$ cat src/rtl/spi_bus_pkg.sv
`default_nettype none

package spi_bus_pkg;

   // width of every word in the transmit and receive queues
   localparam int DATA_WIDTH = 32;

   typedef enum logic {
      SEL_ONEHOT,
      SEL_BINARY
   } sel_mode_e;

   typedef logic [7:0] delay_t;  // start, select and tail delays

endpackage

`default_nettype wire

$ cat src/rtl/spi_cmd_pkg.sv
`default_nettype none

package spi_cmd_pkg;

   typedef struct packed {
      logic [3:0] id;
      logic [2:0] device;
      logic       cpol;
      logic       cpha;
      logic [5:0] xfer_len;     // number of bits, 1 to 32
      logic [3:0] sclk_cycles;  // half period minus one
      logic [7:0] wait_start;
      logic [3:0] csn_to_sclk;
      logic [3:0] sclk_to_csn;
      logic [4:0] rsvd;
   } spi_cmd_t;

   localparam int CMD_WIDTH = $bits(spi_cmd_t);

   typedef struct packed {
      logic [7:0] magic;
      logic [3:0] id;
   } spi_resp_t;

   localparam logic [7:0] RESP_MAGIC = 8'hA5;

   // the second word of every transfer is a response, the first one raw data
   typedef union packed {
      struct packed {
         spi_resp_t resp;
         logic [spi_bus_pkg::DATA_WIDTH-$bits(spi_resp_t)-1:0] pad;
      } r;
      logic [spi_bus_pkg::DATA_WIDTH-1:0] data;
   } spi_resp_u;

endpackage

`default_nettype wire

$ cat src/rtl/spi_cmd_fifo.sv
`timescale 1ns/100ps
`default_nettype none

module spi_cmd_fifo #(
   parameter int DEPTH = 4
) (
   input  logic                  cmds_in,
   input  logic                  rst_n,
   input  logic                  cmd_valid,
   output logic                  cmd_ready,
   input  spi_cmd_pkg::spi_cmd_t cmd,
   output logic                  out_valid,
   input  logic                  out_ready,
   output spi_cmd_pkg::spi_cmd_t out_cmd
);
   import spi_cmd_pkg::*;

   localparam int PTR_W = (DEPTH > 1) ? $clog2(DEPTH) : 1;
   localparam int CNT_W = $clog2(DEPTH + 1);

   logic [CMD_WIDTH-1:0] mem [DEPTH];
   logic [PTR_W-1:0]     wr_ptr;
   logic [PTR_W-1:0]     rd_ptr;
   logic [CNT_W-1:0]     count;
   logic [CNT_W-1:0]     count_nxt;
   logic                 push;
   logic                 pop;

   assign push      = cmd_valid & cmd_ready;
   assign pop       = out_valid & out_ready;
   assign out_valid = (count != '0);
   assign out_cmd   = spi_cmd_t'(mem[rd_ptr]);
   assign count_nxt = count + CNT_W'(push) - CNT_W'(pop);

   always_ff @(posedge cmds_in or negedge rst_n) begin
      if (!rst_n) begin
         wr_ptr    <= '0;
         rd_ptr    <= '0;
         count     <= '0;
         cmd_ready <= 1'b0;
      end else begin
         if (push) begin
            wr_ptr <= (wr_ptr == PTR_W'(DEPTH - 1)) ? '0 : wr_ptr + 1'b1;
         end
         if (pop) begin
            rd_ptr <= (rd_ptr == PTR_W'(DEPTH - 1)) ? '0 : rd_ptr + 1'b1;
         end
         count     <= count_nxt;
         cmd_ready <= (count_nxt != CNT_W'(DEPTH));  // registered so it stays low in reset
      end
   end

   always_ff @(posedge cmds_in) begin
      if (push) begin
         mem[wr_ptr] <= cmd;
      end
   end

endmodule

`default_nettype wire

$ cat src/rtl/spi_data_fifo.sv
`timescale 1ns/100ps
`default_nettype none

module spi_data_fifo #(
   parameter int DEPTH = 8
) (
   input  logic                                cmds_in,
   input  logic                                rst_n,
   input  logic                                in_valid,
   output logic                                in_ready,
   input  logic [spi_bus_pkg::DATA_WIDTH-1:0]  in_data,
   output logic                                out_valid,
   input  logic                                out_ready,
   output logic [spi_bus_pkg::DATA_WIDTH-1:0]  out_data,
   output logic [7:0]                          free_slots
);
   import spi_bus_pkg::*;

   localparam int PTR_W = (DEPTH > 1) ? $clog2(DEPTH) : 1;
   localparam int CNT_W = $clog2(DEPTH + 1);

   logic [DATA_WIDTH-1:0] mem [DEPTH];
   logic [PTR_W-1:0]      wr_ptr;
   logic [PTR_W-1:0]      rd_ptr;
   logic [CNT_W-1:0]      count;
   logic [CNT_W-1:0]      count_nxt;
   logic                  push;
   logic                  pop;

   assign push       = in_valid & in_ready;
   assign pop        = out_valid & out_ready;
   assign out_valid  = (count != '0);
   assign out_data   = mem[rd_ptr];
   assign count_nxt  = count + CNT_W'(push) - CNT_W'(pop);
   assign free_slots = 8'(CNT_W'(DEPTH) - count);

   always_ff @(posedge cmds_in or negedge rst_n) begin
      if (!rst_n) begin
         wr_ptr   <= '0;
         rd_ptr   <= '0;
         count    <= '0;
         in_ready <= 1'b0;
      end else begin
         if (push) begin
            wr_ptr <= (wr_ptr == PTR_W'(DEPTH - 1)) ? '0 : wr_ptr + 1'b1;
         end
         if (pop) begin
            rd_ptr <= (rd_ptr == PTR_W'(DEPTH - 1)) ? '0 : rd_ptr + 1'b1;
         end
         count    <= count_nxt;
         in_ready <= (count_nxt != CNT_W'(DEPTH));
      end
   end

   always_ff @(posedge cmds_in) begin
      if (push) begin
         mem[wr_ptr] <= in_data;
      end
   end

endmodule

`default_nettype wire

$ cat src/rtl/spi_state_timer.sv
`timescale 1ns/100ps
`default_nettype none

module spi_state_timer (
   input  logic                cmds_in,
   input  logic                rst_n,
   input  logic                state_change,
   input  spi_bus_pkg::delay_t load_value,
   output logic                expired
);
   import spi_bus_pkg::*;

   delay_t cnt;

   // a state entered with load_value N sees expired after N more cycles
   assign expired = (cnt == '0);

   always_ff @(posedge cmds_in or negedge rst_n) begin
      if (!rst_n) begin
         cnt <= '0;
      end else if (state_change) begin
         cnt <= load_value;
      end else if (cnt != '0) begin
         cnt <= cnt - 1'b1;
      end
   end

endmodule

`default_nettype wire

$ cat src/rtl/spi_shift_engine.sv
`timescale 1ns/100ps
`default_nettype none

module spi_shift_engine #(
   parameter spi_bus_pkg::sel_mode_e SEL_MODE  = spi_bus_pkg::SEL_ONEHOT,
   parameter int                     SEL_WIDTH = 8
) (
   input  logic                                cmds_in,
   input  logic                                rst_n,
   input  logic                                cmd_valid,
   output logic                                cmd_ready,
   input  spi_cmd_pkg::spi_cmd_t               cmd,
   input  logic                                tx_valid,
   output logic                                tx_ready,
   input  logic [spi_bus_pkg::DATA_WIDTH-1:0]  tx_data,
   output logic                                rx_valid,
   input  logic                                rx_ready,
   output logic [spi_bus_pkg::DATA_WIDTH-1:0]  rx_data,
   input  logic [7:0]                          rx_free,
   output logic                                cmd_completed,
   output logic                                engine_busy,
   output logic                                sclk,
   output logic                                mosi,
   input  logic                                miso,
   output logic [SEL_WIDTH-1:0]                sel,
   output logic                                sel_active
);
   import spi_bus_pkg::*;
   import spi_cmd_pkg::*;

   typedef enum logic [2:0] {
      IDLE,
      WAIT_BEGIN,
      SELECT,
      LATCH,
      SHIFT,
      DESELECT,
      WAIT_END,
      END
   } state_t;

   state_t                state;
   state_t                state_nxt;
   spi_cmd_t              cur_cmd;
   spi_cmd_t              act_cmd;
   spi_resp_u             resp_word;
   delay_t                load_value;
   logic                  state_change;
   logic                  expired;
   logic                  accept;
   logic                  half_end;
   logic                  sel_window;
   logic [SEL_WIDTH-1:0]  gen_sel;
   logic [5:0]            tx_shift;
   logic [5:0]            bits_left;
   logic [3:0]            sclk_cnt;
   logic                  sclk_gen;
   logic [DATA_WIDTH-1:0] tx_sreg;
   logic [DATA_WIDTH-1:0] rx_sreg;

   // two receive slots must be free so the data and response pushes never stall
   assign accept    = (state == IDLE) & cmd_valid & tx_valid & (rx_free >= 8'd2);
   assign cmd_ready = accept;
   assign tx_ready  = accept;

   assign act_cmd  = (state == IDLE) ? cmd : cur_cmd;  // the incoming command while idle
   assign gen_sel  = (SEL_MODE == SEL_ONEHOT) ? SEL_WIDTH'(1) << act_cmd.device
                                              : SEL_WIDTH'(act_cmd.device);
   assign tx_shift = 6'(DATA_WIDTH) - cmd.xfer_len;
   assign half_end = (sclk_cnt == '0);

   assign sclk          = sclk_gen ^ cur_cmd.cpol;
   assign mosi          = tx_sreg[DATA_WIDTH-1];
   assign engine_busy   = (state != IDLE);
   assign cmd_completed = (state == WAIT_END);
   assign rx_valid      = (state == WAIT_END) || (state == END);
   assign rx_data       = (state == END) ? resp_word.data : rx_sreg;

   always_comb begin
      resp_word.r.pad        = '0;
      resp_word.r.resp.magic = RESP_MAGIC;
      resp_word.r.resp.id    = cur_cmd.id;
   end

   always_comb begin
      state_nxt  = state;
      load_value = '0;
      case (state)
         IDLE: begin
            if (accept && act_cmd.wait_start != '0) begin
               state_nxt  = WAIT_BEGIN;
               load_value = act_cmd.wait_start - 1'b1;
            end else if (accept) begin
               state_nxt  = SELECT;
               load_value = delay_t'(act_cmd.csn_to_sclk);
            end
         end
         WAIT_BEGIN: begin
            if (expired) begin
               state_nxt  = SELECT;
               load_value = delay_t'(act_cmd.csn_to_sclk);
            end
         end
         SELECT:   if (expired) state_nxt = LATCH;
         LATCH:    if (half_end) state_nxt = SHIFT;
         SHIFT: begin
            if (half_end && bits_left == '0) begin
               state_nxt  = DESELECT;
               load_value = delay_t'(act_cmd.sclk_to_csn);
            end else if (half_end) begin
               state_nxt = LATCH;
            end
         end
         DESELECT: if (expired) state_nxt = WAIT_END;
         WAIT_END: if (rx_ready) state_nxt = END;      // received bits leave here
         END:      if (rx_ready) state_nxt = IDLE;     // response word leaves here
         default:  state_nxt = IDLE;
      endcase
   end

   assign state_change = (state_nxt != state);
   assign sel_window   = state_nxt inside {SELECT, LATCH, SHIFT, DESELECT};

   spi_state_timer state_timer_i (
      .cmds_in      (cmds_in),
      .rst_n        (rst_n),
      .state_change (state_change),
      .load_value   (load_value),
      .expired      (expired)
   );

   // LATCH is every odd half period and ends on a sampling edge, SHIFT every even one
   always_ff @(posedge cmds_in or negedge rst_n) begin
      if (!rst_n) begin
         state      <= IDLE;
         cur_cmd    <= '0;
         sclk_gen   <= 1'b0;
         sclk_cnt   <= '0;
         bits_left  <= '0;
         tx_sreg    <= '0;
         sel        <= '0;
         sel_active <= 1'b0;
      end else begin
         state      <= state_nxt;
         sel_active <= sel_window;
         sel        <= sel_window ? gen_sel : '0;
         case (state)
            IDLE: begin
               if (accept) begin
                  cur_cmd   <= cmd;
                  bits_left <= cmd.xfer_len;
                  tx_sreg   <= tx_data << tx_shift;  // bit xfer_len-1 goes out first
               end
            end
            SELECT: begin
               if (expired) begin
                  sclk_gen <= sclk_gen ^ cur_cmd.cpha;  // cpha 1 has its leading edge here
                  sclk_cnt <= cur_cmd.sclk_cycles;
               end
            end
            LATCH: begin
               if (half_end) begin
                  sclk_gen  <= ~sclk_gen;
                  sclk_cnt  <= cur_cmd.sclk_cycles;
                  bits_left <= bits_left - 1'b1;
               end else begin
                  sclk_cnt <= sclk_cnt - 1'b1;
               end
            end
            SHIFT: begin
               if (half_end && bits_left == '0) begin
                  sclk_gen <= sclk_gen ^ ~cur_cmd.cpha;  // cpha 0 ends on a trailing edge
               end else if (half_end) begin
                  sclk_gen <= ~sclk_gen;
                  sclk_cnt <= cur_cmd.sclk_cycles;
                  tx_sreg  <= tx_sreg << 1;
               end else begin
                  sclk_cnt <= sclk_cnt - 1'b1;
               end
            end
            default: begin
            end
         endcase
      end
   end

   always_ff @(posedge cmds_in) begin
      if (accept) begin
         rx_sreg <= '0;
      end else if (state == LATCH && half_end) begin
         rx_sreg <= {rx_sreg[DATA_WIDTH-2:0], miso};  // ends up right aligned
      end
   end

endmodule

`default_nettype wire

$ cat src/rtl/spi_fifo_engine.sv
`timescale 1ns/100ps
`default_nettype none

module spi_fifo_engine #(
   parameter spi_bus_pkg::sel_mode_e SEL_MODE   = spi_bus_pkg::SEL_ONEHOT,
   parameter int                     SEL_WIDTH  = 8,
   parameter int                     CMD_DEPTH  = 4,
   parameter int                     DATA_DEPTH = 8
) (
   input  logic                                cmds_in,
   input  logic                                rst_n,
   input  logic                                cmd_valid,
   output logic                                cmd_ready,
   input  spi_cmd_pkg::spi_cmd_t               cmd,
   input  logic                                tx_valid,
   output logic                                tx_ready,
   input  logic [spi_bus_pkg::DATA_WIDTH-1:0]  tx_data,
   output logic                                rx_valid,
   input  logic                                rx_ready,
   output logic [spi_bus_pkg::DATA_WIDTH-1:0]  rx_data,
   output logic                                cmd_completed,
   output logic                                engine_busy,
   output logic                                sclk,
   output logic                                mosi,
   input  logic                                miso,
   output logic [SEL_WIDTH-1:0]                sel,
   output logic                                sel_active
);
   import spi_bus_pkg::*;
   import spi_cmd_pkg::*;

   logic                  eng_cmd_valid;
   logic                  eng_cmd_ready;
   spi_cmd_t              eng_cmd;
   logic                  eng_tx_valid;
   logic                  eng_tx_ready;
   logic [DATA_WIDTH-1:0] eng_tx_data;
   logic                  eng_rx_valid;
   logic                  eng_rx_ready;
   logic [DATA_WIDTH-1:0] eng_rx_data;
   logic [7:0]            rx_free;

   spi_cmd_fifo #(
      .DEPTH (CMD_DEPTH)
   ) cmd_fifo_i (
      .cmds_in   (cmds_in),
      .rst_n     (rst_n),
      .cmd_valid (cmd_valid),
      .cmd_ready (cmd_ready),
      .cmd       (cmd),
      .out_valid (eng_cmd_valid),
      .out_ready (eng_cmd_ready),
      .out_cmd   (eng_cmd)
   );

   spi_data_fifo #(
      .DEPTH (DATA_DEPTH)
   ) tx_fifo_i (
      .cmds_in    (cmds_in),
      .rst_n      (rst_n),
      .in_valid   (tx_valid),
      .in_ready   (tx_ready),
      .in_data    (tx_data),
      .out_valid  (eng_tx_valid),
      .out_ready  (eng_tx_ready),
      .out_data   (eng_tx_data),
      .free_slots ()  // the host sees room through tx_ready
   );

   spi_data_fifo #(
      .DEPTH (DATA_DEPTH)
   ) rx_fifo_i (
      .cmds_in    (cmds_in),
      .rst_n      (rst_n),
      .in_valid   (eng_rx_valid),
      .in_ready   (eng_rx_ready),
      .in_data    (eng_rx_data),
      .out_valid  (rx_valid),
      .out_ready  (rx_ready),
      .out_data   (rx_data),
      .free_slots (rx_free)
   );

   spi_shift_engine #(
      .SEL_MODE  (SEL_MODE),
      .SEL_WIDTH (SEL_WIDTH)
   ) engine_i (
      .cmds_in       (cmds_in),
      .rst_n         (rst_n),
      .cmd_valid     (eng_cmd_valid),
      .cmd_ready     (eng_cmd_ready),
      .cmd           (eng_cmd),
      .tx_valid      (eng_tx_valid),
      .tx_ready      (eng_tx_ready),
      .tx_data       (eng_tx_data),
      .rx_valid      (eng_rx_valid),
      .rx_ready      (eng_rx_ready),
      .rx_data       (eng_rx_data),
      .rx_free       (rx_free),
      .cmd_completed (cmd_completed),
      .engine_busy   (engine_busy),
      .sclk          (sclk),
      .mosi          (mosi),
      .miso          (miso),
      .sel           (sel),
      .sel_active    (sel_active)
   );

endmodule

`default_nettype wire

$ cat config.mk
export PLATFORM = sky130hd
export DESIGN_NAME = spi_fifo_engine
export DESIGN_NICKNAME = d
export VERILOG_FILES = /design/src/rtl/spi_bus_pkg.sv /design/src/rtl/spi_cmd_pkg.sv /design/src/rtl/spi_cmd_fifo.sv /design/src/rtl/spi_data_fifo.sv /design/src/rtl/spi_state_timer.sv /design/src/rtl/spi_shift_engine.sv /design/src/rtl/spi_fifo_engine.sv
export SDC_FILE = /design/constraint.sdc
export NUM_CORES = 1
export LEC_CHECK = 0
export BUFFER_PORTS_ARGS = -buffer_cell sky130_fd_sc_hd__buf_2
export CAP_MARGIN = 25
export CELL_PAD_IN_SITES_DETAIL_PLACEMENT = 0
export CELL_PAD_IN_SITES_GLOBAL_PLACEMENT = 2
export CORE_MARGIN = 4
export CORE_UTILIZATION = 42
export DETAILED_ROUTE_END_ITERATION = 10
export PLACE_DENSITY_LB_ADDON = 0.1
export SYNTH_ARGS = -nofsm -noshare
export SYNTH_HDL_FRONTEND = slang
export SYNTH_SLANG_ARGS = --single-unit
export TNS_END_PERCENT = 1
$ cat constraint.sdc
create_clock -name cmds_in -period 3.9 [get_ports cmds_in]
set_input_delay 0.78 -clock cmds_in [delete_from_list [all_inputs] [get_ports cmds_in]]
set_output_delay 0.78 -clock cmds_in [all_outputs]
set_load 0.01 [all_outputs]
# Yosys cells after proc, flatten, opt, wreduce, memory -nomap -nowiden
# Memory sizes are Yosys's and may differ from the RTL's.
# Cells that the tools add are included.
# totals
ff_bits	165
mem_bits_rw	672
inputBits	78
output_inout_bits	48
word_cells	167
n_memories	3
# memory_table
memory	words	width	read_ports	rd_clocked_by_memory_dff	write_ports	line_no	source
rx_fifo_i.mem	8	32	1	0	1	spi_data_fifo.sv:22	logic [DATA_WIDTH-1:0] mem [DEPTH];
tx_fifo_i.mem	8	32	1	0	1	spi_data_fifo.sv:22	
cmd_fifo_i.mem	4	40	1	0	1	spi_cmd_fifo.sv:21	logic [CMD_WIDTH-1:0] mem [DEPTH];
# op_classes
add_sub_neg	18
magnitude_cmp	1
n_eq_ne	26
n_shift	2
muxes	48
bitwise_logic	14
n_reduce_logical	24
# ops
cell	n
$mux W32	4
$pmux W32 S2	1
$mux W3	14
$mux W36	1
$mux W8	4
$shl A32 B6 Y32	1
$eq A3 B3 Y1 const B	10
$mux W4	6
$pmux W3 S8	1
$pmux W8 S3	1
$reduce_bool A8 Y1	2
$sub A8 B1 Y8 const B	2
$add A3 B1 Y3 const B	4
$eq A3 B2 Y1 const B	4
$mux W6	2
$pmux W4 S3	1
$pmux W6 S2	1
$reduce_bool A4 Y1	3
$and A1 B1 Y1	9
$mux W1	9
$reduce_bool A3 Y1	3
$add A4 B1 Y4	2
$ge A8 B2 Y1 const B	1
$logic_not A8 Y1	1
29 further kinds	46

# Depth between registers and ports, before layout
# Gate-level depths: netlist of run 1.
# depth
depth_word	10
mapped_depth	15
depth_no_buf	14

# Modules after synthesis
# From an unflattened synthesis of run 1, not the netlist that was laid out.
# unflattened
hier_cells	2002
hier_area_um2	35293.8
# modules_own_cells
mod	n_inst	cells_each	area_each_um2	seq_area_each_um2
spi_data_fifo (rx_fifo_i)	1	443	10465.0	7962.6
spi_data_fifo (tx_fifo_i)	1	443	10451.3	7962.6
spi_shift_engine	1	814	7617.3	2742.6
spi_cmd_fifo	1	248	6283.5	5004.8
spi_state_timer	1	54	476.7	200.2

# Worst setup path before layout of run 1
# No wires, ideal clock.
# synth_timing
path_kind	register -> register
from	register engine_i.state[1]
to	memory rx_fifo_i.mem[0][0], enable pin
setup_time_ns	0.461
arrival_time_ns	3.444
t_required_ns	3.439
setup_slack_ns	-0.005
stages_incl_launch_ff	5
period_less_slack_ns	3.905
cell_sequence	dfrtp_1 > clkbuf_1 > nand2_1 > or2_2 > nor3_1
# synth_via
elab_chain_len	5
word_cells_on_any_way	6
classes_between	2 x eq/ne; 2 x mux; 1 x bitwise; 1 x reduce/logical
# synth_lines
element	line_no	source
start: declaration	spi_shift_engine.sv:42	state_t state;
start signal: assignment	spi_shift_engine.sv:144	state <= state_nxt;
$eq A3 B3 Y1	spi_shift_engine.sv:76	assign rx_valid = (state == WAIT_END) || (state == END);
$logic_or A1 B1 Y1 (*)	spi_shift_engine.sv:76	
$and A1 B1 Y1 (*)	spi_data_fifo.sv:30	assign push = in_valid & in_ready;
$mux W1 (*)	spi_data_fifo.sv:56	if (push) begin
$mux W1 (not written as such) (*)	spi_data_fifo.sv:57	mem[wr_ptr] <= in_data;
end: declaration	spi_data_fifo.sv:22	
# Every way passes the cells marked *; elsewhere a longest branch is shown, timed or not.

# Worst setup path in the final report of run 1
# layout_timing
from	register cmd_fifo_i.rd_ptr[0]
to	register engine_i.tx_sreg[13]
# layout_via
elab_chain_len	5
# layout_lines
element	line_no	source
start: declaration	spi_cmd_fifo.sv:23	logic [PTR_W-1:0] rd_ptr;
start signal: assignment	spi_cmd_fifo.sv:46	rd_ptr <= (rd_ptr == PTR_W'(DEPTH - 1)) ? '0 : rd_ptr + 1'b1;
$mem_v2 Z4 W40	n/a	
$sub A6 B6 Y6	spi_shift_engine.sv:69	assign tx_shift = 6'(DATA_WIDTH) - cmd.xfer_len;
$shl A32 B6 Y32	spi_shift_engine.sv:152	tx_sreg <= tx_data << tx_shift;
$mux W32	spi_shift_engine.sv:149	if (accept) begin
$pmux W32 S2	spi_shift_engine.sv:147	case (state)
end signal: assignment	spi_shift_engine.sv:152	
end signal: assignment	spi_shift_engine.sv:176	tx_sreg <= tx_sreg << 1;
end: declaration	spi_shift_engine.sv:58	logic [DATA_WIDTH-1:0] tx_sreg;
# No other way between the ends. The select of a mux whose other input is x is not followed.
# A chain may end at the register's enable or synchronous reset.

==> results.cfg, run 1 <==
[clock_network]
cts_buffer_depth = 3
cts_hold_buffers = 0
clk_pin_slew_ns = 0.06
clock-sinks = 806
htreeDepth = 3
root_buffer = clkbuf_16
insertion_delay_ns = 0.61
post_cts_resized = 0
post_cts_buffers = 0
cts_tree = yes
cts_buffers = 88

[floorplan]
fp-row-count = 103
design.core.area_sq_um = 79100
die_h_microns = 291
io_pins = 126
die_area_sq_um = 84500
start_util = 0.424
die_x_microns = 291

[pwr]
clkPwrFrac = 0.261
p_int_mw = 21.7
switching_power_mw = 11.4
vdd_drop_max_uv = 593
power_frac_comb = 0.392
p_total_mw = 33.1
pwr-share-seq = 0.347
p_leak_nw = 13.6
p_sw_frac = 0.345
p_per_area_nw_per_um2 = 847

[grt]
grt_pass1_wl_microns = 117000
antenna_found_initial = 6
grt_max_degree = 87
grt_pass1_vias = 19200
grt-ovfl-total = 0
track_usage = 0.178

[setup_path]
r2r_slack_ns = 0.26
cp.arrival_ns = 4.12
worstPathMaxFanout = 10
regToRegEndpoint = engine_i.tx_sreg[13]
endpoint_kind = flop
crit_required_ns = 4.37
worstRegToRegCells = 11
worst-setup-path-type = flop to flop
cp-start-kind = flop
rr_startpoint = cmd_fifo_i.rd_ptr[0]

[sta]
rsz0062_at_grt = false
fin_tns_setup_ns = 0
final.period_utilization = 0.934
slew_viol_final = 0
slew_headroom = 0.402
finalHoldViolCount = 0
setup_viol = 0
worst_pin_slew_ns = 0.898
fin_crit_ns = 3.64
fmax_ghz = 0.274
finalClockSkew_ns = 0.0236

[route]
wl_per_cell_microns = 22.5
met3_length_microns = 3290
routed_wl_microns = 74600
via_per_inst = 5.39
antenna_left = 0
top_layer = met5
dr.first_iter.drc_count = 1150
met2_length_microns = 37000
firstDrtPassIters = 5
vias = 17900
drc = 0
wl_met1_microns = 32800

[place]
dp.cells = 3150
portBuffers = 120
gp_congestion = 0.831
hpwl_microns = 46800

[logic_synthesis]
synth_edf_count = 652
synth_top_cell_by_area = edfxtp_1
yosysWarnings = 0
ys_types = 76
synth_top_area_frac = 0.584
seq_area_frac_synth = 0.694
avgSynthCellArea_sq_um = 16.9
ys_seq_elements = 806
netlist_instances = 1983
syn_area_sq_um = 33500
netlist_top_cells_area = edfxtp_1, mux4_2, dfrtp_1
async_flop_share = 0.151
synth_nets = 2099
ys.flop_type = edfxtp_1

[layout]
final_cell_mix = edfxtp_1, mux4_2, nand2_1, buf_2, dfrtp_1
drive_gt1_frac = 0.279
final_common_cell = edfxtp_1
final_nets = 2306
stdcell_count = 3316
area_growth_pct = 16.5
finish.utilization = 0.494

[run]
maxCapViolCount = 0

[status]
status = complete, no violations

[worst_hold_path]
hold_path.class = input port to async pin
cell usage after synthesis (11+ instances only):
library cell / instances
buf_1: 15
nor3_1: 22
mux2_2: 84
mux2i_1: 95
buf_2: 20
a21oi_1: 77
clkbuf_1: 52
nand2b_1: 18
nand3_1: 11
nand2_1: 147
nor2_1: 102
a22oi_1: 24
mux4_2: 154
o22ai_1: 13
edfxtp_1: 652
dfrtp_1: 122
a221oi_1: 15
xor2_1: 12
xnor2_1: 11
ha_1: 35
and2_1: 38
dfxtp_1: 32
inv_1: 38
o21ai_0: 42
power groups by stage:
stage / Sequential [mW] / Combinational (mW) / Clock, mW
2_1_floorplan: 11.2 / 9.08 / 0
3_5_place_dp: 11.7 / 13.1 / 0
3_3_place_gp: 11.7 / 13.0 / 0
4_1_cts: 11.5 / 13.2 / 8.89
5_1_grt: 11.7 / 14.3 / 9.28
6_report: 11.5 / 13.0 / 8.64
critical path, stage by stage (launching register included):
cell	delay [ns]
dfrtp_2	0.48
mux4_2	0.45
inv_1	0.06
ha_1	0.27
xnor2_2	0.62
nor2_1	0.30
a2bb2o_1	0.32
a211oi_1	0.33
buf_4	0.19
mux2i_1	0.09
a221oi_1	0.31
nor2_1	0.08
registers in the layout, indices dropped and copies added (netlist names), 2 cells and up:
name,count
cmd_fifo_i.rd_ptr,2
engine_i.sclk_cnt,4
tx_fifo_i.rd_ptr,3
engine_i.sel,8
engine_i.cur_cmd,29
cmd_fifo_i.mem,140
tx_fifo_i.wr_ptr,3
engine_i.bits_left,6
engine_i.state_timer_i.cnt,8
cmd_fifo_i.count,3
engine_i.state,3
rx_fifo_i.rd_ptr,3
engine_i.rx_sreg,32
engine_i.tx_sreg,32
cmd_fifo_i.wr_ptr,2
rx_fifo_i.count,4
tx_fifo_i.mem,256
rx_fifo_i.mem,256
rx_fifo_i.wr_ptr,3
tx_fifo_i.count,4
stage by stage:
stage / hold slack [ns] / setup WS [ns] / instance area (sq um)
floorplan: 0.431 / 0.0186 / 33600
global placement: 0.444 / 0.219 / 36000
detailed placement: 0.443 / 0.234 / 36000
CTS: 0.250 / 0.139 / 39100
global route: 0.293 / 0.0577 / 39100
finish: 0.232 / 0.256 / 39100
kinds of logic after synthesis:
kind of cell	Yosys count	share of synthesized area
AOI/OAI and AO/OA	259	0.0515
xor gates and xnor gates	25	0.00731
adders and majority gates	38	0.0148
buffers and inverters	139	0.0183
and+or+nand+nor	383	0.0543
DFF	806	0.694
muxes	333	0.160
area by class of cell:
| type | instances | area, sq um |
|---|---|---|
| Antenna cell | 3 | 7.51 |
| Clock buffer | 114 | 2370 |
| Clock inverter | 49 | 664 |
| Fill cell | 6699 | 40000 |
| Inverter | 41 | 154 |
| Multi-Input combinational cell | 1038 | 9810 |
| Sequential cell | 806 | 23300 |
| Tap cell | 1050 | 1310 |
| Timing Repair Buffer | 215 | 1470 |
worst max-delay path by stage:
stage	start	endpoint	slack, ns	cells after the start
after floorplan	tx_valid	tx_fifo_i.mem[0][0]	0.02	3
after global placement	cmd_fifo_i.rd_ptr[0]	engine_i.tx_sreg[13]	0.22	11
after detailed placement	cmd_fifo_i.rd_ptr[0]	engine_i.tx_sreg[13]	0.23	11
after CTS	rx_fifo_i.rd_ptr[0]	rx_data[11]	0.14	4
after global routing	cmd_fifo_i.rd_ptr[0]	engine_i.tx_sreg[13]	0.06	11
final	cmd_fifo_i.rd_ptr[0]	engine_i.tx_sreg[13]	0.26	11
routing by layer:
layer,global-route usage,vias to the layer above
met1,0.243,9213
met2,0.297,329
met5,0,-
li1,-,8222
met3,0.0317,107
met4,0.0456,8
(Power assumes the default switching activity.)
==> run 2: changes to the inputs <==
Settings changed: HOLD_SLACK_MARGIN set to 0.02, REMOVE_ABC_BUFFERS set to 1.
==> run 2 against run 1 <==
  * Non-clock buffer count grew 1
  * Hold slack worse by 0.0062 ns
  * Global-route usage down 0.44 points
  * Count of clock-buffer cells in the layout increased by 1
  * Sequential power is essentially flat
  * Critical path depth shrank 1
  * Critical endpoint is now engine_i.tx_sreg[29]
==> results.cfg, run 2 (synthesis results as in run 1) <==
[status]
status = complete, no violations

[clock_network]
cts_buffer_depth = 3
clk_pin_slew_ns = 0.06
htreeDepth = 3
cts_hold_buffers = 0
root_buffer = clkbuf_16
clock-sinks = 806
post_cts_resized = 0
insertion_delay_ns = 0.63
cts_tree = yes
cts_buffers = 86
post_cts_buffers = 0

[route]
routed_wl_microns = 72900
antenna_left = 0
wl_per_cell_microns = 22.0
dr.first_iter.drc_count = 1163
drc = 0
firstDrtPassIters = 6
vias = 17900
via_per_inst = 5.40

[setup_path]
r2r_slack_ns = 0.33
crit_slowest_cell = mux4_2
worst-setup-path-type = flop to flop
worstPathMaxFanout = 9
crit_cells = 10
regToRegEndpoint = engine_i.tx_sreg[29]
cp-endpoint = engine_i.tx_sreg[29]
startpoint = cmd_fifo_i.rd_ptr[0]
cp-start-kind = flop
slowest_delay_ns = 0.62
worstRegToRegCells = 10
endpoint_kind = flop
crit_family = multiplexers
worstPathCellList = mux4_2 > inv_1 > ha_1 > xor2_2 > nand2_1 > o32ai_1 > a21oi_1 > mux2i_1 > nor2b_1 > a2bb2oi_1
critPathBufInv = 1
cp.arrival_ns = 4.11
crit_required_ns = 4.45
rr_startpoint = cmd_fifo_i.rd_ptr[0]

[grt]
antenna_found_initial = 3
grt_pass1_wl_microns = 114000
grt_max_degree = 84
track_usage = 0.173
grt-ovfl-total = 0
grt_pass1_vias = 19000

[sta]
worst_pin_slew_ns = 0.856
finalClockSkew_ns = 0.0212
setup_viol = 0
fin_crit_ns = 3.57
fin_tns_setup_ns = 0
setup_slack_ns = 0.334
fmax_ghz = 0.280
slew_headroom = 0.429
slew_viol_final = 0
whs_ns = 0.225
final.period_utilization = 0.914
rsz0062_at_grt = false
finalHoldViolCount = 0

[pwr]
p_leak_nw = 13.5
p_total_mw = 32.4
p_per_area_nw_per_um2 = 835
vdd_drop_max_uv = 468

[floorplan]
die_h_microns = 291
design.core.area_sq_um = 79100
io_pins = 126
start_util = 0.424
fp-row-count = 103
die_area_sq_um = 84500
die_x_microns = 291

[layout]
reg.largest.list = rx_fifo_i.mem: 256 flops, tx_fifo_i.mem: 256 flops, cmd_fifo_i.mem: 140 flops
final_common_cell = edfxtp_1
final_nets = 2305
final_cell_mix = edfxtp_1, mux4_2, nand2_1, buf_2, dfrtp_1
drive_gt1_frac = 0.277
area_growth_pct = 15.6
finish.utilization = 0.490

[place]
dp_slack_ns = 0.373
hpwl_microns = 44900
gp_congestion = 0.830
portBuffers = 120

[run]
maxCapViolCount = 0

[worst_hold_path]
hold_path.class = input port to async pin
run 2: changes by cell type in the layout (fill, tap and decap cells not counted), moves of 2 or more:
cell / previous run / this run
buf_12: 12 / 14
bufinv_16: 16 / 5
clkbuf_1: 21 / 23
clkbuf_16: 90 / 87
clkbuf_8: 3 / 5
clkinv_1: 14 / 11
clkinv_16: 0 / 2
clkinv_2: 11 / 13
clkinv_4: 1 / 3
clkinvlp_4: 3 / 1
inv_6: 2 / 5
run 2: area by class of cell:
type                       count  area (sq um)
antenna                        3          7.51
tap                         1050          1310
inverter                      41           154
clock inverter                40           394
multi-input combinational   1038          9810
sequential                   806         23300
fill                        6749         40300
clock buffer                 115          2330
timing repair buffer         216          1500
run 2: routing by layer:
layer  GRT usage  up-vias  wire length, microns
li1            -     8229                     -
met5           0        -                     0
met3      0.0248      100                  2850
met4      0.0469        0                  1520
met1       0.229     9253                 31000
met2       0.302      298                 37500
run 2: worst min path at each step:
stage / start / end / cells past startpoint
6_report: rst_n / engine_i.sel_active / 1
5_1_grt: rst_n / engine_i.sel_active / 1
3_5_place_dp: engine_i.rx_sreg[31] / engine_i.rx_sreg[31] / 2
4_1_cts: rst_n / engine_i.sel_active / 1
3_3_place_gp: engine_i.rx_sreg[12] / engine_i.rx_sreg[13] / 2
2_1_floorplan: engine_i.rx_sreg[31] / engine_i.rx_sreg[31] / 2
run 2: stage by stage:
step | area, sq um | std cells
2_1_floorplan | 33100 | 1885
3_3_place_gp | 36000 | 3147
3_5_place_dp | 36100 | 3151
4_1_cts | 38800 | 3306
5_1_grt | 38800 | 3308
6_report | 38800 | 3309
run 2: power breakdown:
group	switching, mW	internal (mW)
Combinational	7.37	5.76
Clock	3.28	4.55
Sequential	0.791	10.6
